## src/mem_pkg.sv

```systemverilog
// memory side definitions; the data bus is one dword wide and narrow writes replicate data
package mem_pkg;

  // width of the memory write data bus
  localparam int MEM_DATA_WIDTH = 64;

  // transfer size code of a memory write
  // transfers are always aligned to their own size
  typedef enum logic [1:0] {
    SIZE_BYTE  = 2'b00,
    SIZE_HALF  = 2'b01,
    SIZE_WORD  = 2'b10,
    SIZE_DWORD = 2'b11
  } mem_size_e;

  // number of bytes moved by a transfer of the given size
  function automatic int unsigned size_bytes(mem_size_e size);
    int unsigned nbytes;
    case (size)
      SIZE_BYTE: nbytes = 1;
      SIZE_HALF: nbytes = 2;
      SIZE_WORD: nbytes = 4;
      default:   nbytes = 8;
    endcase
    return nbytes;
  endfunction

endpackage

```

## src/wbuf_pkg.sv

```systemverilog
// write buffer constants; entries are one 8-byte dword each, bytes tracked individually
package wbuf_pkg;

  // bytes per buffer word
  localparam int WORD_BYTES = 8;

  // data bits per buffer word
  localparam int WORD_WIDTH = 64;

  // width of the byte offset inside a word
  localparam int OFF_BITS = 3;

  // state of a single buffered byte
  // bit 0 marks data still to be sent, bit 1 marks a transfer in flight
  // FREE            no data, byte is not part of the entry
  // DIRTY           written and waiting to be sent
  // INFLIGHT        sent, waiting for the write response
  // INFLIGHT_DIRTY  rewritten while in flight, must go out again after the response
  typedef enum logic [1:0] {
    FREE           = 2'b00,
    DIRTY          = 2'b01,
    INFLIGHT       = 2'b10,
    INFLIGHT_DIRTY = 2'b11
  } byte_state_e;

endpackage

```

## src/wbuf_issue.sv

```systemverilog
// Depth must be a power of two and an entry with a transfer in flight sends nothing
`timescale 1ns/1ps

module wbuf_issue #(
  parameter int Depth     = 8,
  parameter int MaxTx     = 4,
  parameter int AddrWidth = 32
) (
  input  logic                                                  clk_i,
  input  logic                                                  rst_ni,
  input  logic [Depth-1:0][wbuf_pkg::WORD_BYTES-1:0]            dirty_be_i,
  input  logic [Depth-1:0][AddrWidth-wbuf_pkg::OFF_BITS-1:0]    tag_i,
  input  logic [Depth-1:0][wbuf_pkg::WORD_WIDTH-1:0]            data_i,
  input  logic                                                  slot_free_i,
  input  logic [$clog2(MaxTx)-1:0]                              free_id_i,
  // memory write request
  output logic                                                  mem_req_o,
  input  logic                                                  mem_ack_i,
  output logic [AddrWidth-1:0]                                  mem_addr_o,
  output mem_pkg::mem_size_e                                    mem_size_o,
  output logic [mem_pkg::MEM_DATA_WIDTH-1:0]                    mem_data_o,
  output logic [$clog2(MaxTx)-1:0]                              mem_id_o,
  // accepted transfer
  output logic                                                  fire_o,
  output logic [$clog2(Depth)-1:0]                              fire_ptr_o,
  output logic [wbuf_pkg::WORD_BYTES-1:0]                       fire_be_o
);

  import wbuf_pkg::*;
  import mem_pkg::*;

  localparam int PtrWidth = $clog2(Depth);

  logic [PtrWidth-1:0]   rr_q;
  logic [PtrWidth-1:0]   sel_ptr;
  logic                  sel_vld;
  logic [WORD_BYTES-1:0] sel_be;
  logic [WORD_BYTES-1:0] span;
  logic [OFF_BITS-1:0]   sel_off;
  logic [WORD_WIDTH-1:0] sel_word;

  ////////////////////////////////////////////////////////////
  // round-robin entry choice
  ////////////////////////////////////////////////////////////

  // first sendable entry at or after rr_q
  always_comb begin : p_pick
    logic [PtrWidth-1:0] idx;
    sel_ptr = rr_q;
    sel_vld = 1'b0;
    for (int i = Depth - 1; i >= 0; i--) begin
      idx = rr_q + PtrWidth'(i);
      if (|dirty_be_i[idx]) begin
        sel_ptr = idx;
        sel_vld = 1'b1;
      end
    end
  end

  // a pending request parks the pointer on its entry so the choice holds
  always_ff @(posedge clk_i or negedge rst_ni) begin : p_rr
    if (!rst_ni) begin
      rr_q <= '0;
    end else if (fire_o) begin
      rr_q <= sel_ptr + 1'b1;
    end else if (mem_req_o) begin
      rr_q <= sel_ptr;
    end
  end

  ////////////////////////////////////////////////////////////
  // aligned size split and replication
  ////////////////////////////////////////////////////////////

  always_comb begin : p_size
    sel_be  = dirty_be_i[sel_ptr];
    sel_off = '0;
    for (int j = WORD_BYTES - 1; j >= 0; j--) begin
      if (sel_be[j]) begin
        sel_off = OFF_BITS'(j);
      end
    end
    // largest aligned span starting at the offset that is fully dirty
    span = sel_be >> sel_off;
    if ((sel_off == '0) && (&span)) begin
      mem_size_o = SIZE_DWORD;
    end else if ((sel_off[1:0] == 2'b00) && (&span[3:0])) begin
      mem_size_o = SIZE_WORD;
    end else if (!sel_off[0] && (&span[1:0])) begin
      mem_size_o = SIZE_HALF;
    end else begin
      mem_size_o = SIZE_BYTE;
    end
  end

  assign fire_be_o = WORD_BYTES'((1 << size_bytes(mem_size_o)) - 1) << sel_off;

  // chosen bytes moved down to bit 0 and then repeated over the bus
  assign sel_word = data_i[sel_ptr] >> {sel_off, 3'b000};

  always_comb begin : p_data
    case (mem_size_o)
      SIZE_BYTE: mem_data_o = {8{sel_word[7:0]}};
      SIZE_HALF: mem_data_o = {4{sel_word[15:0]}};
      SIZE_WORD: mem_data_o = {2{sel_word[31:0]}};
      default:   mem_data_o = sel_word;
    endcase
  end

  assign mem_addr_o = {tag_i[sel_ptr], sel_off};
  assign mem_req_o  = sel_vld && slot_free_i;
  assign mem_id_o   = free_id_i;
  assign fire_o     = mem_req_o && mem_ack_i;
  assign fire_ptr_o = sel_ptr;

  ////////////////////////////////////////////////////////////
  // assertions
  ////////////////////////////////////////////////////////////

  // the sent span is never empty and holds only sendable bytes
  a_fire_be: assert property (@(posedge clk_i) disable iff (!rst_ni)
    fire_o |-> ((fire_be_o != '0) && ((fire_be_o & ~sel_be) == '0)))
    else $error("wbuf_issue: transfer accepted with an empty or unsendable byte mask");

  // an unanswered request stays up on the same entry
  a_req_hold: assert property (@(posedge clk_i) disable iff (!rst_ni)
    (mem_req_o && !mem_ack_i) |=> (mem_req_o && (fire_ptr_o == $past(fire_ptr_o))))
    else $error("wbuf_issue: pending request dropped or moved to another entry");

endmodule

```

## src/wbuf_store.sv

```systemverilog
// Depth must be a power of two and each dword tag owns at most one entry
`timescale 1ns/1ps

module wbuf_store #(
  parameter int Depth     = 8,
  parameter int AddrWidth = 32
) (
  input  logic                                                  clk_i,
  input  logic                                                  rst_ni,
  // store port from the core
  input  logic                                                  wr_req_i,
  input  logic [AddrWidth-1:0]                                  wr_addr_i,
  input  logic [wbuf_pkg::WORD_BYTES-1:0]                       wr_be_i,
  input  logic [wbuf_pkg::WORD_WIDTH-1:0]                       wr_data_i,
  output logic                                                  wr_gnt_o,
  // entry contents towards the issue logic
  output logic [Depth-1:0][wbuf_pkg::WORD_BYTES-1:0]            dirty_be_o,
  output logic [Depth-1:0][AddrWidth-wbuf_pkg::OFF_BITS-1:0]    tag_o,
  output logic [Depth-1:0][wbuf_pkg::WORD_WIDTH-1:0]            data_o,
  // bytes handed to memory
  input  logic                                                  fire_i,
  input  logic [$clog2(Depth)-1:0]                              fire_ptr_i,
  input  logic [wbuf_pkg::WORD_BYTES-1:0]                       fire_be_i,
  // bytes released by a write response
  input  logic                                                  evict_i,
  input  logic [$clog2(Depth)-1:0]                              evict_ptr_i,
  input  logic [wbuf_pkg::WORD_BYTES-1:0]                       evict_be_i,
  output logic                                                  empty_o
);

  import wbuf_pkg::*;

  localparam int PtrWidth = $clog2(Depth);
  localparam int TagWidth = AddrWidth - OFF_BITS;

  byte_state_e                    state_q [Depth][WORD_BYTES];
  byte_state_e                    state_d [Depth][WORD_BYTES];
  logic [Depth-1:0][TagWidth-1:0] tag_q;
  logic [Depth-1:0][WORD_WIDTH-1:0] data_q;

  logic [TagWidth-1:0] wr_tag;
  logic [Depth-1:0]    valid;
  logic [Depth-1:0]    inflight;
  logic [Depth-1:0]    hit_oh;
  logic [PtrWidth-1:0] hit_ptr;
  logic [PtrWidth-1:0] free_ptr;
  logic [PtrWidth-1:0] wr_ptr;
  logic                full;

  ////////////////////////////////////////////////////////////
  // entry flags and tag compare
  ////////////////////////////////////////////////////////////

  assign wr_tag = wr_addr_i[AddrWidth-1:OFF_BITS];

  always_comb begin : p_flags
    for (int k = 0; k < Depth; k++) begin
      valid[k]    = 1'b0;
      inflight[k] = 1'b0;
      for (int j = 0; j < WORD_BYTES; j++) begin
        valid[k]    = valid[k] | (state_q[k][j] != FREE);
        inflight[k] = inflight[k] | (state_q[k][j] inside {INFLIGHT, INFLIGHT_DIRTY});
      end
      hit_oh[k] = valid[k] && (tag_q[k] == wr_tag);
      // an entry with a transfer in flight sends nothing since responses may overtake
      for (int j = 0; j < WORD_BYTES; j++) begin
        dirty_be_o[k][j] = (state_q[k][j] == DIRTY) && !inflight[k];
      end
    end
  end

  // lowest hit and lowest free entry
  always_comb begin : p_ptrs
    hit_ptr  = '0;
    free_ptr = '0;
    for (int k = Depth - 1; k >= 0; k--) begin
      if (hit_oh[k]) begin
        hit_ptr = PtrWidth'(k);
      end
      if (!valid[k]) begin
        free_ptr = PtrWidth'(k);
      end
    end
  end

  assign full     = &valid;
  assign wr_ptr   = (|hit_oh) ? hit_ptr : free_ptr;
  assign wr_gnt_o = wr_req_i && ((|hit_oh) || !full);
  assign empty_o  = ~(|valid);
  assign tag_o    = tag_q;
  assign data_o   = data_q;

  ////////////////////////////////////////////////////////////
  // byte state update
  ////////////////////////////////////////////////////////////

  // eviction first, then transfer, then the new store on top
  always_comb begin : p_next
    state_d = state_q;
    if (evict_i) begin
      for (int j = 0; j < WORD_BYTES; j++) begin
        if (evict_be_i[j]) begin
          case (state_q[evict_ptr_i][j])
            INFLIGHT:       state_d[evict_ptr_i][j] = FREE;
            INFLIGHT_DIRTY: state_d[evict_ptr_i][j] = DIRTY;
            default:        state_d[evict_ptr_i][j] = state_q[evict_ptr_i][j];
          endcase
        end
      end
    end
    if (fire_i) begin
      for (int j = 0; j < WORD_BYTES; j++) begin
        if (fire_be_i[j]) begin
          state_d[fire_ptr_i][j] = INFLIGHT;
        end
      end
    end
    // rewriting an in-flight byte keeps it blocked until its response
    if (wr_gnt_o) begin
      for (int j = 0; j < WORD_BYTES; j++) begin
        if (wr_be_i[j]) begin
          if (state_d[wr_ptr][j] inside {INFLIGHT, INFLIGHT_DIRTY}) begin
            state_d[wr_ptr][j] = INFLIGHT_DIRTY;
          end else begin
            state_d[wr_ptr][j] = DIRTY;
          end
        end
      end
    end
  end

  always_ff @(posedge clk_i or negedge rst_ni) begin : p_state
    if (!rst_ni) begin
      state_q <= '{default: FREE};
    end else begin
      state_q <= state_d;
    end
  end

  // only enabled bytes of the data overwrite
  always_ff @(posedge clk_i) begin : p_payload
    if (wr_gnt_o) begin
      tag_q[wr_ptr] <= wr_tag;
      for (int j = 0; j < WORD_BYTES; j++) begin
        if (wr_be_i[j]) begin
          data_q[wr_ptr][8*j +: 8] <= wr_data_i[8*j +: 8];
        end
      end
    end
  end

  ////////////////////////////////////////////////////////////
  // assertions
  ////////////////////////////////////////////////////////////

  // coalescing must never leave two entries with the same tag
  a_hit_onehot: assert property (@(posedge clk_i) disable iff (!rst_ni)
    wr_req_i |-> $onehot0(hit_oh))
    else $error("wbuf_store: store tag hits more than one entry");

  // a new tag only lands on an unused entry and never on a full buffer
  a_full_no_gnt: assert property (@(posedge clk_i) disable iff (!rst_ni)
    (wr_gnt_o && !(|hit_oh)) |-> !valid[free_ptr])
    else $error("wbuf_store: grant for a new tag while the buffer is full");

endmodule

```

## src/wbuf_top.sv

```systemverilog
// coalescing write buffer top; Depth and MaxTx must be powers of two, AddrWidth above 3
`timescale 1ns/1ps

module wbuf_top #(
  parameter int Depth     = 8,
  parameter int MaxTx     = 4,
  parameter int AddrWidth = 32
) (
  input  logic                               clk_i,
  input  logic                               rst_ni,
  // store port
  input  logic                               wr_req_i,
  input  logic [AddrWidth-1:0]               wr_addr_i,
  input  logic [wbuf_pkg::WORD_BYTES-1:0]    wr_be_i,
  input  logic [wbuf_pkg::WORD_WIDTH-1:0]    wr_data_i,
  output logic                               wr_gnt_o,
  // memory write request
  output logic                               mem_req_o,
  input  logic                               mem_ack_i,
  output logic [AddrWidth-1:0]               mem_addr_o,
  output mem_pkg::mem_size_e                 mem_size_o,
  output logic [mem_pkg::MEM_DATA_WIDTH-1:0] mem_data_o,
  output logic [$clog2(MaxTx)-1:0]           mem_id_o,
  // write response
  input  logic                               rsp_vld_i,
  input  logic [$clog2(MaxTx)-1:0]           rsp_id_i,
  output logic                               empty_o
);

  import wbuf_pkg::*;

  localparam int PtrWidth = $clog2(Depth);
  localparam int TagWidth = AddrWidth - OFF_BITS;

  // store to issue
  logic [Depth-1:0][WORD_BYTES-1:0] dirty_be;
  logic [Depth-1:0][TagWidth-1:0]   tag;
  logic [Depth-1:0][WORD_WIDTH-1:0] data;
  // issue to store and tracker
  logic                             fire;
  logic [PtrWidth-1:0]              fire_ptr;
  logic [WORD_BYTES-1:0]            fire_be;
  // tracker to issue and store
  logic                             slot_free;
  logic [$clog2(MaxTx)-1:0]         free_id;
  logic                             evict;
  logic [PtrWidth-1:0]              evict_ptr;
  logic [WORD_BYTES-1:0]            evict_be;

  wbuf_store #(
    .Depth     (Depth),
    .AddrWidth (AddrWidth)
  ) i_store (
    .clk_i       (clk_i),
    .rst_ni      (rst_ni),
    .wr_req_i    (wr_req_i),
    .wr_addr_i   (wr_addr_i),
    .wr_be_i     (wr_be_i),
    .wr_data_i   (wr_data_i),
    .wr_gnt_o    (wr_gnt_o),
    .dirty_be_o  (dirty_be),
    .tag_o       (tag),
    .data_o      (data),
    .fire_i      (fire),
    .fire_ptr_i  (fire_ptr),
    .fire_be_i   (fire_be),
    .evict_i     (evict),
    .evict_ptr_i (evict_ptr),
    .evict_be_i  (evict_be),
    .empty_o     (empty_o)
  );

  wbuf_issue #(
    .Depth     (Depth),
    .MaxTx     (MaxTx),
    .AddrWidth (AddrWidth)
  ) i_issue (
    .clk_i       (clk_i),
    .rst_ni      (rst_ni),
    .dirty_be_i  (dirty_be),
    .tag_i       (tag),
    .data_i      (data),
    .slot_free_i (slot_free),
    .free_id_i   (free_id),
    .mem_req_o   (mem_req_o),
    .mem_ack_i   (mem_ack_i),
    .mem_addr_o  (mem_addr_o),
    .mem_size_o  (mem_size_o),
    .mem_data_o  (mem_data_o),
    .mem_id_o    (mem_id_o),
    .fire_o      (fire),
    .fire_ptr_o  (fire_ptr),
    .fire_be_o   (fire_be)
  );

  wbuf_tx_track #(
    .Depth (Depth),
    .MaxTx (MaxTx)
  ) i_tx_track (
    .clk_i       (clk_i),
    .rst_ni      (rst_ni),
    .fire_i      (fire),
    .fire_ptr_i  (fire_ptr),
    .fire_be_i   (fire_be),
    .mem_id_i    (mem_id_o),
    .rsp_vld_i   (rsp_vld_i),
    .rsp_id_i    (rsp_id_i),
    .slot_free_o (slot_free),
    .free_id_o   (free_id),
    .evict_o     (evict),
    .evict_ptr_o (evict_ptr),
    .evict_be_o  (evict_be)
  );

endmodule

```

## src/wbuf_tx_track.sv

```systemverilog
// transaction tracker; MaxTx must be a power of two, at most one response per slot in flight
`timescale 1ns/1ps

module wbuf_tx_track #(
  parameter int Depth = 8,
  parameter int MaxTx = 4
) (
  input  logic                            clk_i,
  input  logic                            rst_ni,
  // transfer accepted by memory
  input  logic                            fire_i,
  input  logic [$clog2(Depth)-1:0]        fire_ptr_i,
  input  logic [wbuf_pkg::WORD_BYTES-1:0] fire_be_i,
  input  logic [$clog2(MaxTx)-1:0]        mem_id_i,
  // write responses, no back-pressure
  input  logic                            rsp_vld_i,
  input  logic [$clog2(MaxTx)-1:0]        rsp_id_i,
  output logic                            slot_free_o,
  output logic [$clog2(MaxTx)-1:0]        free_id_o,
  // byte release towards the store
  output logic                            evict_o,
  output logic [$clog2(Depth)-1:0]        evict_ptr_o,
  output logic [wbuf_pkg::WORD_BYTES-1:0] evict_be_o
);

  import wbuf_pkg::*;

  localparam int IdWidth  = $clog2(MaxTx);
  localparam int PtrWidth = $clog2(Depth);
  localparam int CntWidth = $clog2(MaxTx + 1);

  logic [MaxTx-1:0]                 busy_q;
  logic [MaxTx-1:0][PtrWidth-1:0]   ptr_q;
  logic [MaxTx-1:0][WORD_BYTES-1:0] be_q;
  logic [MaxTx-1:0][IdWidth-1:0]    fifo_q;
  logic [IdWidth-1:0]               wr_q;
  logic [IdWidth-1:0]               rd_q;
  logic [CntWidth-1:0]              cnt_q;
  logic [IdWidth-1:0]               rtrn_id;

  ////////////////////////////////////////////////////////////
  // slot table
  ////////////////////////////////////////////////////////////

  // lowest idle slot is offered to the issue logic
  always_comb begin : p_free
    free_id_o = '0;
    for (int i = MaxTx - 1; i >= 0; i--) begin
      if (!busy_q[i]) begin
        free_id_o = IdWidth'(i);
      end
    end
  end

  assign slot_free_o = ~(&busy_q);

  always_ff @(posedge clk_i or negedge rst_ni) begin : p_busy
    if (!rst_ni) begin
      busy_q <= '0;
    end else begin
      if (evict_o) begin
        busy_q[rtrn_id] <= 1'b0;
      end
      if (fire_i) begin
        busy_q[mem_id_i] <= 1'b1;
      end
    end
  end

  always_ff @(posedge clk_i) begin : p_slot
    if (fire_i) begin
      ptr_q[mem_id_i] <= fire_ptr_i;
      be_q[mem_id_i]  <= fire_be_i;
    end
  end

  ////////////////////////////////////////////////////////////
  // response FIFO, registered output
  ////////////////////////////////////////////////////////////

  // one pop per cycle, never in the push cycle
  assign evict_o     = (cnt_q != '0);
  assign rtrn_id     = fifo_q[rd_q];
  assign evict_ptr_o = ptr_q[rtrn_id];
  assign evict_be_o  = be_q[rtrn_id];

  always_ff @(posedge clk_i or negedge rst_ni) begin : p_fifo_ctrl
    if (!rst_ni) begin
      wr_q  <= '0;
      rd_q  <= '0;
      cnt_q <= '0;
    end else begin
      if (rsp_vld_i) begin
        wr_q <= wr_q + 1'b1;
      end
      if (evict_o) begin
        rd_q <= rd_q + 1'b1;
      end
      cnt_q <= cnt_q + CntWidth'(rsp_vld_i) - CntWidth'(evict_o);
    end
  end

  always_ff @(posedge clk_i) begin : p_fifo_mem
    if (rsp_vld_i) begin
      fifo_q[wr_q] <= rsp_id_i;
    end
  end

  ////////////////////////////////////////////////////////////
  // assertions
  ////////////////////////////////////////////////////////////

  a_rsp_busy: assert property (@(posedge clk_i) disable iff (!rst_ni)
    rsp_vld_i |-> busy_q[rsp_id_i])
    else $error("wbuf_tx_track: response for idle slot %0d", rsp_id_i);

  a_alloc_free: assert property (@(posedge clk_i) disable iff (!rst_ni)
    (fire_i && evict_o) |-> (mem_id_i != rtrn_id))
    else $error("wbuf_tx_track: slot %0d allocated and freed together", mem_id_i);

endmodule
```

## config.mk

```make
export PLATFORM = sky130hd
export DESIGN_NAME = wbuf_top
export DESIGN_NICKNAME = d
export VERILOG_FILES = /design/src/mem_pkg.sv /design/src/wbuf_pkg.sv /design/src/wbuf_issue.sv /design/src/wbuf_store.sv /design/src/wbuf_top.sv /design/src/wbuf_tx_track.sv
export SDC_FILE = /design/constraint.sdc
export NUM_CORES = 2
export LEC_CHECK = 0
export BUFFER_PORTS_ARGS = -buffer_cell sky130_fd_sc_hd__clkbuf_2
export CORE_MARGIN = 10
export CORE_UTILIZATION = 60
export DETAILED_ROUTE_END_ITERATION = 16
export PLACE_DENSITY = 0.82
export SLEW_MARGIN = 20
export SYNTH_ARGS = -nofsm -noshare
export SYNTH_HDL_FRONTEND = slang
export SYNTH_HIERARCHICAL = 1
export SYNTH_SLANG_ARGS = --single-unit
export TNS_END_PERCENT = 1
```

## constraint.sdc

```tcl
create_clock -name clk_i -period 8.2 [get_ports clk_i]
set_clock_uncertainty 0.05 [all_clocks]
set_input_delay 0.82 -clock clk_i [delete_from_list [all_inputs] [get_ports clk_i]]
set_output_delay 0.82 -clock clk_i [all_outputs]
set_load 0.005 [all_outputs]
```

Word-level counts from Yosys, hierarchy flattened

Index checks and enable logic that the tools add are counted.
Widths: inputs -> output; s select.

Logic and storage cells: 1,124
Register bits after elaboration: 938
Output and inout bits: 103

Order comparisons: 24
Multiplexer cells: 284
Bitwise operators: 216
Equal/unequal tests: 234
Reductions and logical operators: 252
Shifts and indexed selects: 4
Add/sub/neg operators: 13

Operators by type and width:

| cell               | count |
|---|---|
| $mux 512           | 15 |
| $mux 128           | 56 |
| $bwmux 512         | 8 |
| $pmux 128 s2       | 8 |
| $and 64x64->64     | 24 |
| $demux 64 s3       | 8 |
| $not 64->64        | 24 |
| $or 64x64->64      | 24 |
| $demux 16 s3       | 24 |
| $and 128x128->128  | 8 |
| $bwmux 128         | 8 |
| $not 128->128      | 8 |
| $or 128x128->128   | 8 |
| $bmux 16 s3        | 9 |
| $eq 2x2->1 const B | 161 |
| $reduce_bool 2->1  | 137 |
| $bwmux 232         | 1 |
| $eq 29x29->1       | 8 |
| $bmux 8 s3         | 9 |
| $bmux 64 s3        | 1 |
| $pmux 64 s3        | 1 |
| $mux 8             | 17 |
| $eq 2x1->1 const B | 65 |
| $mux 16            | 8 |
| 61 further kinds   | 387 |

Depth between registers and ports, before layout

Word-level depth: 130
Depth in mapped cells: 29

By module

The synthesis kept the hierarchy.

By module, submodules not included:

| module        | area an instance (µm²) | instances | seq. area each (µm²) | cells an instance |
|---|---|---|---|---|
| wbuf_store    | 32,167.1               | 1         | 25,544.5             | 1,967 |
| wbuf_issue    | 10,217.3               | 1         | 75.1                 | 1,094 |
| wbuf_tx_track | 2,606.2                | 1         | 1,836.8              | 148 |

Worst setup path before layout

Ideal clock, no wire load.

Path kind: reg2out
Start point: reg i_store/state_q[23] in the netlist's numbering
End point: out mem_data_o[58] in the netlist's numbering
Arrival time: 5.740 ns
Cell stages (with the launch flop): 21
Data required time: 7.330 ns
Path buffers: 4
Setup slack: 1.590 ns
Cells stage by stage: dfrtp_1 > or4_4 > or2_4 > nor3b_1 > nor4_1 > o211ai_1 > o22ai_1 > mux2i_1 > nor2b_1 > a211o_2 > xnor2_4 > buf_6 > buf_6 > buf_2 > buf_2 > mux4_2 > mux2i_1 > mux2i_1 > a221o_1 > a221o_1 > o21a_1

RTL lines:

| element                  | line              | text |
|---|---|---|
| start: declaration       | wbuf_store.sv:36  | `byte_state_e state_q [Depth][WORD_BYTES];` |
| start signal: assignment | wbuf_store.sv:136 | `state_q <= state_d;` |
| end: declaration         | wbuf_top.sv:22    | `output logic [mem_pkg::MEM_DATA_WIDTH-1:0] mem_data_o,` |

==> results by group <==
Critical path
  • Setup crit end kind: primary output
  • Worst R2R Start: i_store/state_q[31]$_DFF_PN0_
  • Crit path launch type: flop
  • Critical Path Fanout Max: 23
  • Setup crit start: i_store/state_q[31]$_DFF_PN0_
  • Crit path DAT: 7.22 ns
  • WS Path Type: reg2out
  • CP required: 7.33 ns
  • Cells on worst reg2reg path: 27

Synthesis
  • Largest family of logic cells by synthesized area: multiplexers
  • Ys flop type: edfxtp_1
  • Post-synthesis adder-cell area fraction: 0.00295
  • Post-Synthesis Cells: 3209
  • Seq/Total Area, Yosys: 0.610
  • Synth Warn #: 6
  • Synth async-reset ratio: 0.151
  • Synth Area in Compound Gates: 0.0592
  • Area share of xor/xnor cells in the synthesized design: 0.0483
  • Mux share of post-synthesis cell area: 0.143
  • Mapped cell area: 45000 um^2
  • Post-synth EDFFs: 796
  • Avg Cell Area, Syn: 14.0 um^2
  • Post-Synth Simple-Gate Area: 0.110
  • Mapped Nets: 3330
  • Synth cell types: 99
  • Seq cells post-synth: 938

Detailed routing
  • Initial DRC count: 4728
  • Vias per inst: 6.86
  • Post-DR wirelength/cell: 29.7 um
  • Post-DRT Antenna Nets: 0
  • Pre-antenna DRT Iters: 6
  • # DRC: 0
  • Final WL: 135 mm
  • Vias: 31200

Cells and area
  • # nets final: 3617
  • Sequential cell area: 27500 um^2
  • Multi-input gate area in the final layout: 17000 um^2
  • Layout cells sized above 1: 0.251
  • Fillers: 4851
  • Area grow syn2layout: 14.6%
  • Cell area after layout: 51600 um^2

Global route
  • GR Overflow Total: 0
  • Met3 Track Usage GR: 0.0784
  • Gr usage total: 0.306
  • M1 GR Usage: 0.395
  • Vias in the first global route: 30700
  • Initial antenna violation count: 18
  • Global-route wire length before repair: 198 mm
  • Most crowded layer after global routing: met2
  • Pin count of the biggest net entering global routing: 102
  • GR Util met2: 0.481

Floorplanning
  • Die width: 294 um
  • Die span in y: 294 um
  • Row count: 100
  • Core box area: 74400 um^2
  • Starting Density: 0.604
  • I/O pin cnt: 214
  • Die Footprint: 86300 um^2

Clock network
  • Clock buffer depth: 3
  • TritonCTS Buffers: 94
  • Root Buffer: clkbuf_16
  • CTS Hold Buffers Added: 0
  • Clock Sinks: 938
  • Worst skew pair latency: 0.68 ns
  • CTS tree: yes
  • Reg clk slew, reported paths: 0.06 ns
  • Htree depth: 3

Hold path
  • Min-Delay Path Class: in2async

Job
  • Max-cap check violation count: 0

STA
  • Slew Limit Fails: 0
  • Slew of the pin with the lowest slew margin: 1.13 ns
  • Min Tclk post-route: 8.09 ns
  • Max Clock Freq: 124 MHz
  • Final Hold Viols: 0
  • Final setup fails: 0
  • RSZ-0062 raised after global routing: true
  • Slew headroom: 0.244
  • Final worst-path cycle share: 0.986

Placed design
  • PortBufs: 210
  • Dpl cell area: 47700 um^2
  • Hpwl dp: 89.4 mm
  • GP Congestion: 0.981

Status
  • Status: finished, final reports clean
[critical path: stages, from the launching register on]
cell,delay (ns)
dfrtp_1,0.42
or4_1,0.59
or2_4,0.31
nor3b_4,0.29
or4_1,0.22
o32a_1,0.26
nor3_4,0.09
or4_1,0.42
a311o_1,0.38
a21boi_2,0.18
o21ai_4,0.13
clkinv_4,0.22
mux2_2,0.36
o221ai_1,0.24
and2_2,0.26
inv_2,0.11
o211a_1,0.27
o32ai_2,0.39
a41oi_1,0.12
buf_4,0.21
or2_1,0.33
a221o_1,0.44
o21a_1,0.20
clkbuf_2,0.11
[placed cells by master (no fill, tap or decap), drive strengths merged, types with 64 or more instances in the layout]
master	netlist	final
buf	132	188
clkbuf	78	332
dfrtp	142	142
edfxtp	796	796
mux2i	176	177
mux4	185	185
nand2	388	388
nor2	83	83
nor3	145	145
nor4	64	64
o21ai	137	137
xnor2	199	199
[per-stage QoR]
stage / hold WS (ns) / cells / utilization / setup WS (ns) / setup TNS, ns
after floorplan: 0.402 / 3209 / - / 1.59 / 0
after global placement: 0.425 / 4351 / 0.641 / 0.449 / 0
after detailed placement: 0.433 / 4351 / 0.641 / 0.388 / 0
after CTS: 0.154 / 4525 / 0.685 / -0.00686 / -0.00686
after global routing: 0.191 / 4553 / 0.693 / -0.0876 / -0.505
final: 0.150 / 4554 / 0.693 / 0.114 / 0
[per-layer routing]
| metal | share of wire | vias up |
|---|---|---|
| met3 | 0.12 | 444 |
| li1 | - | 13000 |
| met1 | 0.36 | 15500 |
| met4 | 0.052 | 16 |
| met5 | 0.00076 | - |
| met2 | 0.47 | 2215 |
[cells by family (layout without fill, tap and decap cells)]
group | Yosys count | in the layout
and+or+nand+nor | 983 | 983
DFF | 938 | 938
adders and majority gates | 10 | 10
AOI/OAI and AO/OA | 387 | 387
buffers and inverters | 243 | 607
xor gates and xnor gates | 246 | 246
other | 0 | 11
muxes | 402 | 403
[cell usage after synthesis, types with 10 or more instances]
library cell,number,area (um^2)
mux2i_1,174,1740
mux4_2,185,4170
a211o_1,11,96.3
nor2_1,83,312
o31ai_1,52,390
o22ai_1,20,125
a21oi_1,22,110
nor3b_1,41,308
buf_4,10,75.1
mux2_2,39,439
nor3_1,141,706
xor2_1,47,412
or4_1,17,128
xnor2_1,198,1730
nand3_1,58,290
nand4_1,59,369
and2_1,30,188
inv_1,24,90.1
o21ai_0,132,661
buf_6,12,135
nor4_1,61,382
clkbuf_1,77,289
dfrtp_1,142,3550
o211ai_1,21,158
buf_2,96,480
a31oi_1,14,87.6
edfxtp_1,796,23900
nand2_1,383,1440
and3_1,44,275
buf_1,12,45.0
[cell type report]
type / count / share of cell area
diodes: 11 / 0.000534
clock buffers: 120 / 0.0499
clock inverters: 54 / 0.0106
inverters: 33 / 0.00260
multi-input cells: 2029 / 0.329
flip-flops and latches: 938 / 0.532
well taps: 969 / 0.0235
repair buffers: 400 / 0.0515
[what timing repair did]
action                                  in CTS  in global routing
pin swaps                                    0                 17
setup buffers                                0                 14
cloned                                       0                  4
resized for setup                           20                 75
endpoints found under the setup margin      57                 66
[sequential cells by signal, indices dropped and copies added (netlist names)]
name,flops
i_tx_track/busy_q,4
i_tx_track/ptr_q,12
i_tx_track/cnt_q,3
i_issue/rr_q,3
i_store/state_q,128
i_tx_track/fifo_q,8
i_tx_track/rd_q,2
i_tx_track/be_q,32
i_store/tag_o,232
i_store/data_o,512
i_tx_track/wr_q,2
[worst paths after layout]
kind | slack [ns] | endpoint
hold reg to reg | 0.45 | i_store/state_q[90]$_DFF_PN0_
min in group clk_i | 0.35 | i_tx_track/fifo_q[5]$_DFFE_PP_
hold / removal | 0.15 | i_tx_track/rd_q[0]$_DFFE_PN0N_
max in group asynchronous | 6.59 | i_store/state_q[52]$_DFF_PN0_
setup / recovery | 0.11 | mem_data_o[58]
setup reg to reg | 1.20 | i_store/state_q[2]$_DFF_PN0_
Power is not shown: default switching activity piles up to over one toggle a cycle in this logic, so the estimate is an artifact.
